File: config.mk
export PLATFORM = sky130hd
export DESIGN_NAME = xbit_sweep
export DESIGN_NICKNAME = d
export VERILOG_FILES = /design/src/hw/xbit_pkg.sv /design/src/hw/xbit_sweep.sv
export SDC_FILE = /design/constraint.sdc
export NUM_CORES = 1
export LEC_CHECK = 0
export ABC_AREA = 1
export BUFFER_PORTS_ARGS = -buffer_cell sky130_fd_sc_hd__buf_2
export CAP_MARGIN = 10
export CORE_AREA = 5 5 42 44
export CTS_BUF_LIST = sky130_fd_sc_hd__clkbuf_4
export DETAILED_ROUTE_END_ITERATION = 6
export DIE_AREA = 0 0 47 49
export RECOVER_POWER = 100
export SYNTH_ARGS = -nofsm -noshare
export SYNTH_HDL_FRONTEND = slang
export SYNTH_SLANG_ARGS = --single-unit
File: constraint.sdc
create_clock -name clk -period 3 [get_ports clk]
set_input_delay 0.15 -clock clk [delete_from_list [all_inputs] [get_ports clk]]
set_output_delay 0.15 -clock clk [all_outputs]
set_load 0.005 [all_outputs]
File: src/hw/xbit_pkg.sv
`default_nettype none

package xbit_pkg;

  localparam int ROW_AW = 5;
  localparam int ROWS = 32;
  localparam int SLOT_AW = 5;
  localparam int ROW_W = 32;
  localparam int BYTES = ROW_W / 8;
  localparam int CODED_W = ROW_W + BYTES;
  localparam int PAR0_BIT = 8; // Parity of byte 0.
  localparam int ADR_W = 2 + ROW_AW + SLOT_AW;

  typedef logic [ROW_W-1:0] row_t;
  typedef logic [CODED_W-1:0] coded_row_t; // {p3,b3,p2,b2,p1,b1,p0,b0}.

  typedef enum logic [1:0] {
    SEL_SLOT = 2'd0,
    SEL_ROW  = 2'd1,
    SEL_STAT = 2'd2,
    SEL_DIAG = 2'd3
  } sel_e;

  typedef enum logic [2:0] {
    OP_NONE,
    OP_MERGE,
    OP_INSERT,
    OP_INSERT_BAD,
    OP_CLEAR
  } op_e;

  // Even parity per byte.
  function automatic coded_row_t row_encode(row_t d);
    coded_row_t c;
    for (int b = 0; b < BYTES; b++) begin
      c[9*b +: 9] = {^d[8*b +: 8], d[8*b +: 8]};
    end
    return c;
  endfunction

  function automatic row_t row_decode(coded_row_t c);
    row_t d;
    for (int b = 0; b < BYTES; b++) begin
      d[8*b +: 8] = c[9*b +: 8];
    end
    return d;
  endfunction

  function automatic logic row_parity_ok(coded_row_t c);
    logic ok;
    ok = 1'b1;
    for (int b = 0; b < BYTES; b++) begin
      if (^c[9*b +: 9]) ok = 1'b0;
    end
    return ok;
  endfunction

endpackage

`default_nettype wire

File: src/hw/xbit_sweep.sv
`timescale 1ns/1ps
`default_nettype none

module xbit_sweep import xbit_pkg::*; (
  input  logic              clk,
  input  logic              rst,
  input  logic              start,
  output logic              busy,
  output logic [ROW_AW-1:0] row
);

  always_ff @(posedge clk) begin
    if (rst || start) begin
      busy <= 1'b1; // Sweep runs straight out of reset.
      row  <= '0;
    end else if (busy) begin
      row <= row + 1'b1;
      if (row == ROW_AW'(ROWS - 1)) begin
        busy <= 1'b0;
      end
    end
  end

  // The controller drops a start that arrives mid-sweep.
  a_no_restart: assert property (
    @(posedge clk) disable iff (rst)
    start |-> !busy
  );

endmodule

`default_nettype wire

==> reports/results.txt <==
status: finished, final reports clean
Final Skew: 0.00229 ns
antenna violations before repair: 0
Die Wd: 47 um
CORE AREA: 1400 um^2
Yosys reg bits: 6
GR Util All Layers: 6.06%
clk slew on worst S/H paths: 0.05 ns
top cells by area, synth: dfxtp_1 48%, nor2_1 12%, ha_1 10%
hold_buf cts: 0
CP Max Fanout: 5
router iterations before antenna repair: 4
Max Cap Viol: 0
leakage: 0.146 nW
critical path class: register to register
Total Wirelength: 523 um
post-route cell area: 323 um^2
# setup viols final: 0
H-tree levels: 1
crit path launch type: register
synthesized cell area: 248 um^2
die height: 49 um
crit end category: register
min Tclk post-route: 1.30 ns
top cell type's share of synthesized area: 48.5%
Cell Rows: 14
Post-DRT Antenna Nets: 0
period utilization: 43.3%
vias in the first global route: 212
RSZ-0062 raised after global routing: no
Top Ports: 9
worst slew pin tran: 0.342 ns
power consumption: 0.000167 W
DIE AREA: 2300 um^2
n_diodes: 0
Rel. slew slack: 77.1%
Area Growth Syn to Fin: 30.3%
vias after detailed routing: 230
final hold slack: 0.176 ns
Placer Congestion: 0.695
cts bufs inserted: 3
HPWL after DPL: 389 um
Skew-Pair Late Insertion Delay: 0.25 ns
CP Data Required Time: 3.14 ns
Syn Nets: 36
CTS sink count: 6
CP arrival: 1.44 ns
GRT overflow: 0
final slew viol count: 0
# fillers: 169
number of vias per cell: 3.97
share of layout cells above drive strength 1: 19.0%
Initial Utilization: 17.7%
PwrDens: 518 nW/um^2
Peak VDD IR: 0.191 mV
cells after synthesis: 31
1st-iter DRT viols: 3
DRC Markers: 0
Highest Clock Rate: 770 MHz
Sum Neg Setup Slack: 0 ns
Setup Fix Bufs, Post-CTS: 0
CTS Buffer Depth: 2
register area share after synthesis: 48.5%
Synth warnings: 0
placed inst area: 308 um^2
flop2flop setup slack: 1.70 ns
post-synth top area cell: dfxtp_1
Nets: 49
CTS Root Cell: clkbuf_4
Avg Synthesized Cell Area: 7.99 um^2
post-CTS sizing: 0
Setup WS post-layout: 1.70 ns
first-pass GRT wire length: 890 um
CTS tree: built
DR WL/cell: 9.02 um
Place WS: 1.72 ns
HP Class: input port to register
Hold Vio Cnt, Final: 0
largest net degree at the start of global routing: 10
Synth cell types: 11
buffers added on ports: 8
## synthesized netlist by cell type
| master | number |
|---|---|
| nor2_1 | 8 |
| dfxtp_1 | 6 |
| nand2_1 | 4 |
| o21ai_0 | 4 |
| a21oi_1 | 2 |
| ha_1 | 2 |
| and3_1 | 1 |
| inv_1 | 1 |
| nand2_2 | 1 |
| nand3_1 | 1 |
| nor2_2 | 1 |
## layer usage
| layer | routed length [um] | up-vias | GRT usage (%) |
|---|---|---|---|
| li1 | - | 126 | - |
| met1 | 237 | 90 | 7.06 |
| met2 | 183 | 10 | 6.11 |
| met3 | 78 | 4 | 5.54 |
| met4 | 24 | 0 | 5.53 |
| met5 | 0 | - | 0 |
## flip-flops by register name, indices dropped and copies added, names as in the netlist
| register | flops |
|---|---|
| busy | 1 |
| row | 5 |
## report_power, final
part	leakage (nW)	switching (W)	internal [W]
clock network	0.0138	0.0000315	0.0000454
registers	0.0487	0.00000157	0.0000813
logic	0.0834	0.00000379	0.00000360
## cells in the final DEF, fill, tap and decap left out, types with 2 or more instances in the layout
| master | netlist | routed |
|---|---|---|
| nand2_1 | 4 | 4 |
| nor2_1 | 8 | 9 |
| clkbuf_1 | 0 | 4 |
| a21oi_1 | 2 | 2 |
| clkbuf_4 | 0 | 3 |
| o21ai_0 | 4 | 4 |
| dfxtp_1 | 6 | 6 |
| ha_1 | 2 | 2 |
| buf_2 | 0 | 4 |
## kinds of logic after synthesis
logic type,count (synthesis),share of synthesized area [%]
buffers and inverters,1,1.51
AOI/OAI and AO/OA,6,12.1
adders and majority gates,2,10.1
DFF,6,48.5
and+or+nand+nor,16,27.8
## worst max-delay path, cell delays in order, from the launching register on
cell	delay (ns)
dfxtp_1	0.34
ha_1	0.23
and3_1	0.19
ha_1	0.26
nor2_1	0.10
nor2_1	0.05
## stage by stage
stage	cells	utilization, %
after floorplan	31	-
after global placement	55	22.0
after detailed placement	55	22.0
after CTS	58	23.6
after global routing	58	23.0
final	58	23.0
## path summary, 6_finish.rpt
| check | start | end | depth (start not counted) |
|---|---|---|---|
| worst min-delay path | rst | busy | 3 |
| worst max-delay path | row[0] | row[4] | 5 |
| worst max register to register | row[0] | row[4] | 5 |
| worst min register to register | row[3] | row[3] | 2 |
## layout make-up
type                       instances  area (um^2)  area share, %
multi-input combinational         24          121           37.6
sequential                         6          120           37.2
timing repair buffer               8         35.0           10.9
clock buffer                       3         22.5           6.98
tap                               16         20.0           6.20
inverter                           1         3.75           1.16
Note: power is estimated with default switching activity, not from simulation.
