[src/hw/xbit_pkg.sv]
`default_nettype none

package xbit_pkg;

  localparam int ROW_AW = 5;
  localparam int ROWS = 32;
  localparam int SLOT_AW = 5;
  localparam int ROW_W = 32;
  localparam int BYTES = ROW_W / 8;
  localparam int CODED_W = ROW_W + BYTES;
  localparam int PAR0_BIT = 8; // Parity of byte 0.
  localparam int ADR_W = 2 + ROW_AW + SLOT_AW;

  typedef logic [ROW_W-1:0] row_t;
  typedef logic [CODED_W-1:0] coded_row_t; // {p3,b3,p2,b2,p1,b1,p0,b0}.

  typedef enum logic [1:0] {
    SEL_SLOT = 2'd0,
    SEL_ROW  = 2'd1,
    SEL_STAT = 2'd2,
    SEL_DIAG = 2'd3
  } sel_e;

  typedef enum logic [2:0] {
    OP_NONE,
    OP_MERGE,
    OP_INSERT,
    OP_INSERT_BAD,
    OP_CLEAR
  } op_e;

  // Even parity per byte.
  function automatic coded_row_t row_encode(row_t d);
    coded_row_t c;
    for (int b = 0; b < BYTES; b++) begin
      c[9*b +: 9] = {^d[8*b +: 8], d[8*b +: 8]};
    end
    return c;
  endfunction

  function automatic row_t row_decode(coded_row_t c);
    row_t d;
    for (int b = 0; b < BYTES; b++) begin
      d[8*b +: 8] = c[9*b +: 8];
    end
    return d;
  endfunction

  function automatic logic row_parity_ok(coded_row_t c);
    logic ok;
    ok = 1'b1;
    for (int b = 0; b < BYTES; b++) begin
      if (^c[9*b +: 9]) ok = 1'b0;
    end
    return ok;
  endfunction

endpackage

`default_nettype wire

[src/hw/xbit_ram.sv]
`timescale 1ns/1ps
`default_nettype none

module xbit_ram import xbit_pkg::*; (
  input  logic              clk,
  input  logic [ROW_AW-1:0] rd_addr,
  output coded_row_t        rd_data,
  input  logic              wr_en,
  input  logic [ROW_AW-1:0] wr_addr,
  input  coded_row_t        wr_data
);

  coded_row_t        mem [ROWS];
  logic [ROW_AW-1:0] rd_addr_q;
  coded_row_t        old_row;
  logic              use_old;

  always_ff @(posedge clk) begin
    rd_addr_q <= rd_addr;
    // Read and write of one row in the same cycle see the row before the write.
    use_old <= wr_en && (wr_addr == rd_addr);
    old_row <= mem[rd_addr];
    if (wr_en) mem[wr_addr] <= wr_data;
  end

  assign rd_data = use_old ? old_row : mem[rd_addr_q];

endmodule

`default_nettype wire

[config.mk]
export PLATFORM = sky130hd
export DESIGN_NAME = xbit_ram
export DESIGN_NICKNAME = d
export VERILOG_FILES = /design/src/hw/xbit_pkg.sv /design/src/hw/xbit_ram.sv
export SDC_FILE = /design/constraint.sdc
export NUM_CORES = 1
export LEC_CHECK = 0
export BUFFER_PORTS_ARGS = -buffer_cell sky130_fd_sc_hd__buf_2
export CORE_UTILIZATION = 48
export DETAILED_ROUTE_END_ITERATION = 6
export SLEW_MARGIN = 15
export SYNTH_ARGS = -nofsm -noshare
export SYNTH_HDL_FRONTEND = slang
export SYNTH_SLANG_ARGS = --single-unit
[constraint.sdc]
create_clock -name clk -period 11 [get_ports clk]
set_clock_uncertainty 0.1 [all_clocks]
set_input_delay 3.3 -clock clk [delete_from_list [all_inputs] [get_ports clk]]
set_output_delay 3.3 -clock clk [all_outputs]
set_load 0.005 [all_outputs]
==> results.cfg <==
[sta]
max-slew-margin-rel = 0.278
max_clock_freq_mhz = 183
finalHoldViolCount = 0
worst_pin_slew_ns = 1.08
slew_viol_final = 0
post-route-period-util = 0.498
finalSetupViolCount = 0
rsz0062_at_grt = no
period_needed_ns = 5.48
fin_tns_setup_ns = 0

[worst_setup_path]
cp_data_required_time_ns = 11.22
startpoint = wr_addr[0]
cp_max_fo = 22
cp-end-kind = flip-flop
rrSetupSlack_ns = 9.50
r2r_start = mem[7][11]
cp_num_buf_inv = 2
r2r_cells = 5
cp_cell_sequence = buf_2, nand3b_1, nor2_4, buf_4
crit_family = simple AND/OR/NAND/NOR gates
slowest_delay_ns = 0.90
cp_num_cells = 4
r2r-end = old_row[11]
cp-endpoint = mem[2][5]
startpoint_type = primary input
cpMaxStageDelayCell = nor2_4
crit_type = in -> reg
cp.arrival_ns = 5.70

[detailed_routing]
drcViolationCount = 0
vias_per_cell = 5.88
first_pass_iters = 5
drt_iter0_drc = 2691
totalWireLength_um = 113000
wl_per_cell_um = 28.1
ant_nets = 0
vias = 23500

[clocking]
path_clk_slew_ns = 0.06
htreeDepth = 3
clock_latency_ns = 0.71
root_buffer = clkbuf_16
cts_hold_buf = 0
cts_resized = 0
cts_buffers = 119
clockBufferDepth = 3
cts_setup_buffers = 0
cts_tree = built
clock_sinks = 1188

[synthesis]
ys_ff_latch = 1188
yosysSeqAreaShare = 0.772
ys_types = 27
synth_area_leaders = edfxtp_1 (76%), mux2i_1 (13%), a22oi_1 (1.8%)
yosysWarningCount = 0
ys_async_sr_fraction = 0
yosysMostFrequentCell = edfxtp_1
synth_edf_count = 1152
yosys-top-cells-count = edfxtp_1 (1152), mux2i_1 (576), nand2_1 (110), nand3_1 (110)
ys.flop_type = edfxtp_1
netlist_area_sq_um = 45700
synth_nets = 2623
yosys.area.top_type_share = 0.756
syn_avg_cell_area_sq_um = 17.8
synthCells = 2575
yosys.area.top_type = edfxtp_1

[grt]
grt_pass1_wl_um = 163000
grt_max_degree = 145
overflow = 0
grt_pass1_vias = 23700
antenna_found_initial = 3
grt_usage = 0.232

[die]
die_x_um = 311
initial_core_util = 0.487
io_pins = 84
core_area_sq_um = 93900
die-area_sq_um = 96500
fp-row-count = 112
die_height_um = 311

[run_status]
outcome = completed

[power_and_ir_drop]
clkPwrFrac = 0.419
vdd_drop_max_mv = 0.134
seqPwrFrac = 0.533
p_sw_frac = 0.214
p_comb_frac = 0.048
p_sw_uw = 2030
p_leak_uw = 0.0178
intPower_uw = 7460
powerDensity_nw_per_um2 = 185

[placement]
placed_cells = 3779
dp_hpwl_um = 53300
io_buffers = 83
routabilityCongestion = 0.750

[worst_hold_path]
min_from = mem[16][18]
hold_path_class = reg -> reg

[final_layout]
layoutNonFillerInstCount = 4004
drive_gt1_frac = 0.126
area.growth.synth_to_final_pct = 12.1
fin_nets = 2694
antennaDiodeCount = 0

[flow_run]
cap_violations = 0
## through the flow
stage | setup slack (ns) | hold slack (ns) | instance area [sq um] | util | total power, uW
floorplan | 4.93 | 0.453 | 45700 | - | 5420
global placement | 4.83 | 0.485 | 47400 | 0.504 | 5600
detailed placement | 4.81 | 0.492 | 47400 | 0.504 | 5610
CTS | 5.55 | 0.509 | 51200 | 0.546 | 9560
global route | 5.48 | 0.555 | 51200 | 0.546 | 9770
finish | 5.52 | 0.500 | 51200 | 0.546 | 9490
## sequential cells by signal, summed over array words and instances (netlist names)
name / count
mem: 1152
old_row: 36
## worst min-delay path by stage
stage	end	slack, ns	cells after the start
after floorplan	old_row[10]	0.45	4
after global placement	old_row[28]	0.48	4
after detailed placement	old_row[28]	0.49	4
after CTS	old_row[18]	0.51	4
after global routing	old_row[4]	0.55	4
final	old_row[18]	0.50	4
## power by group through the flow
stage | logic, uW | clock network, uW | registers (uW)
2_1_floorplan | 277 | 0 | 5140
3_3_place_gp | 451 | 0 | 5150
3_5_place_dp | 458 | 0 | 5150
4_1_cts | 459 | 4040 | 5060
5_1_grt | 488 | 4220 | 5060
6_report | 456 | 3980 | 5050
## cells in the final DEF (no fill, tap or decap), types with 33 or more instances in the layout
cell / synthesis / routed
a21oi_1: 108 / 108
clkbuf_16: 0 / 119
nand2_1: 110 / 109
nor3_1: 36 / 36
edfxtp_1: 1152 / 1152
clkbuf_1: 66 / 34
buf_2: 62 / 82
mux2i_1: 576 / 576
a31oi_1: 36 / 36
nor2_4: 0 / 33
dfxtp_1: 36 / 36
nand3_1: 110 / 110
buf_4: 22 / 44
a22o_1: 72 / 72
a22oi_1: 108 / 108
## worst register-to-register path: stages, from the launching register on
cell	delay, ns
edfxtp_1	0.36
mux2i_1	0.17
a22o_1	0.18
nor3_1	0.05
a31oi_1	0.30
nand3_1	0.18
## kinds of logic after synthesis
group / count (synthesis) / synth area share
AOI/OAI and AO/OA: 324 / 0.0483
buffers and inverters: 182 / 0.0232
DFF: 1188 / 0.772
muxes: 576 / 0.126
and+or+nand+nor: 305 / 0.0302
## area by class of cell
type | count | area [sq um]
well taps | 1254 | 1570
multi-input cells | 1205 | 9620
repair buffers | 132 | 856
fillers | 7328 | 42600
flip-flops and latches | 1188 | 35300
clock inverters | 62 | 639
clock buffers | 163 | 3240
## layer usage
metal,track usage,routed length (um),vias up
met5,0,31,-
met4,0.0592,2320,6
met3,0.0438,7630,150
met2,0.370,53800,824
met1,0.329,48900,12300
li1,-,-,10300
(Power assumes the default switching activity.)
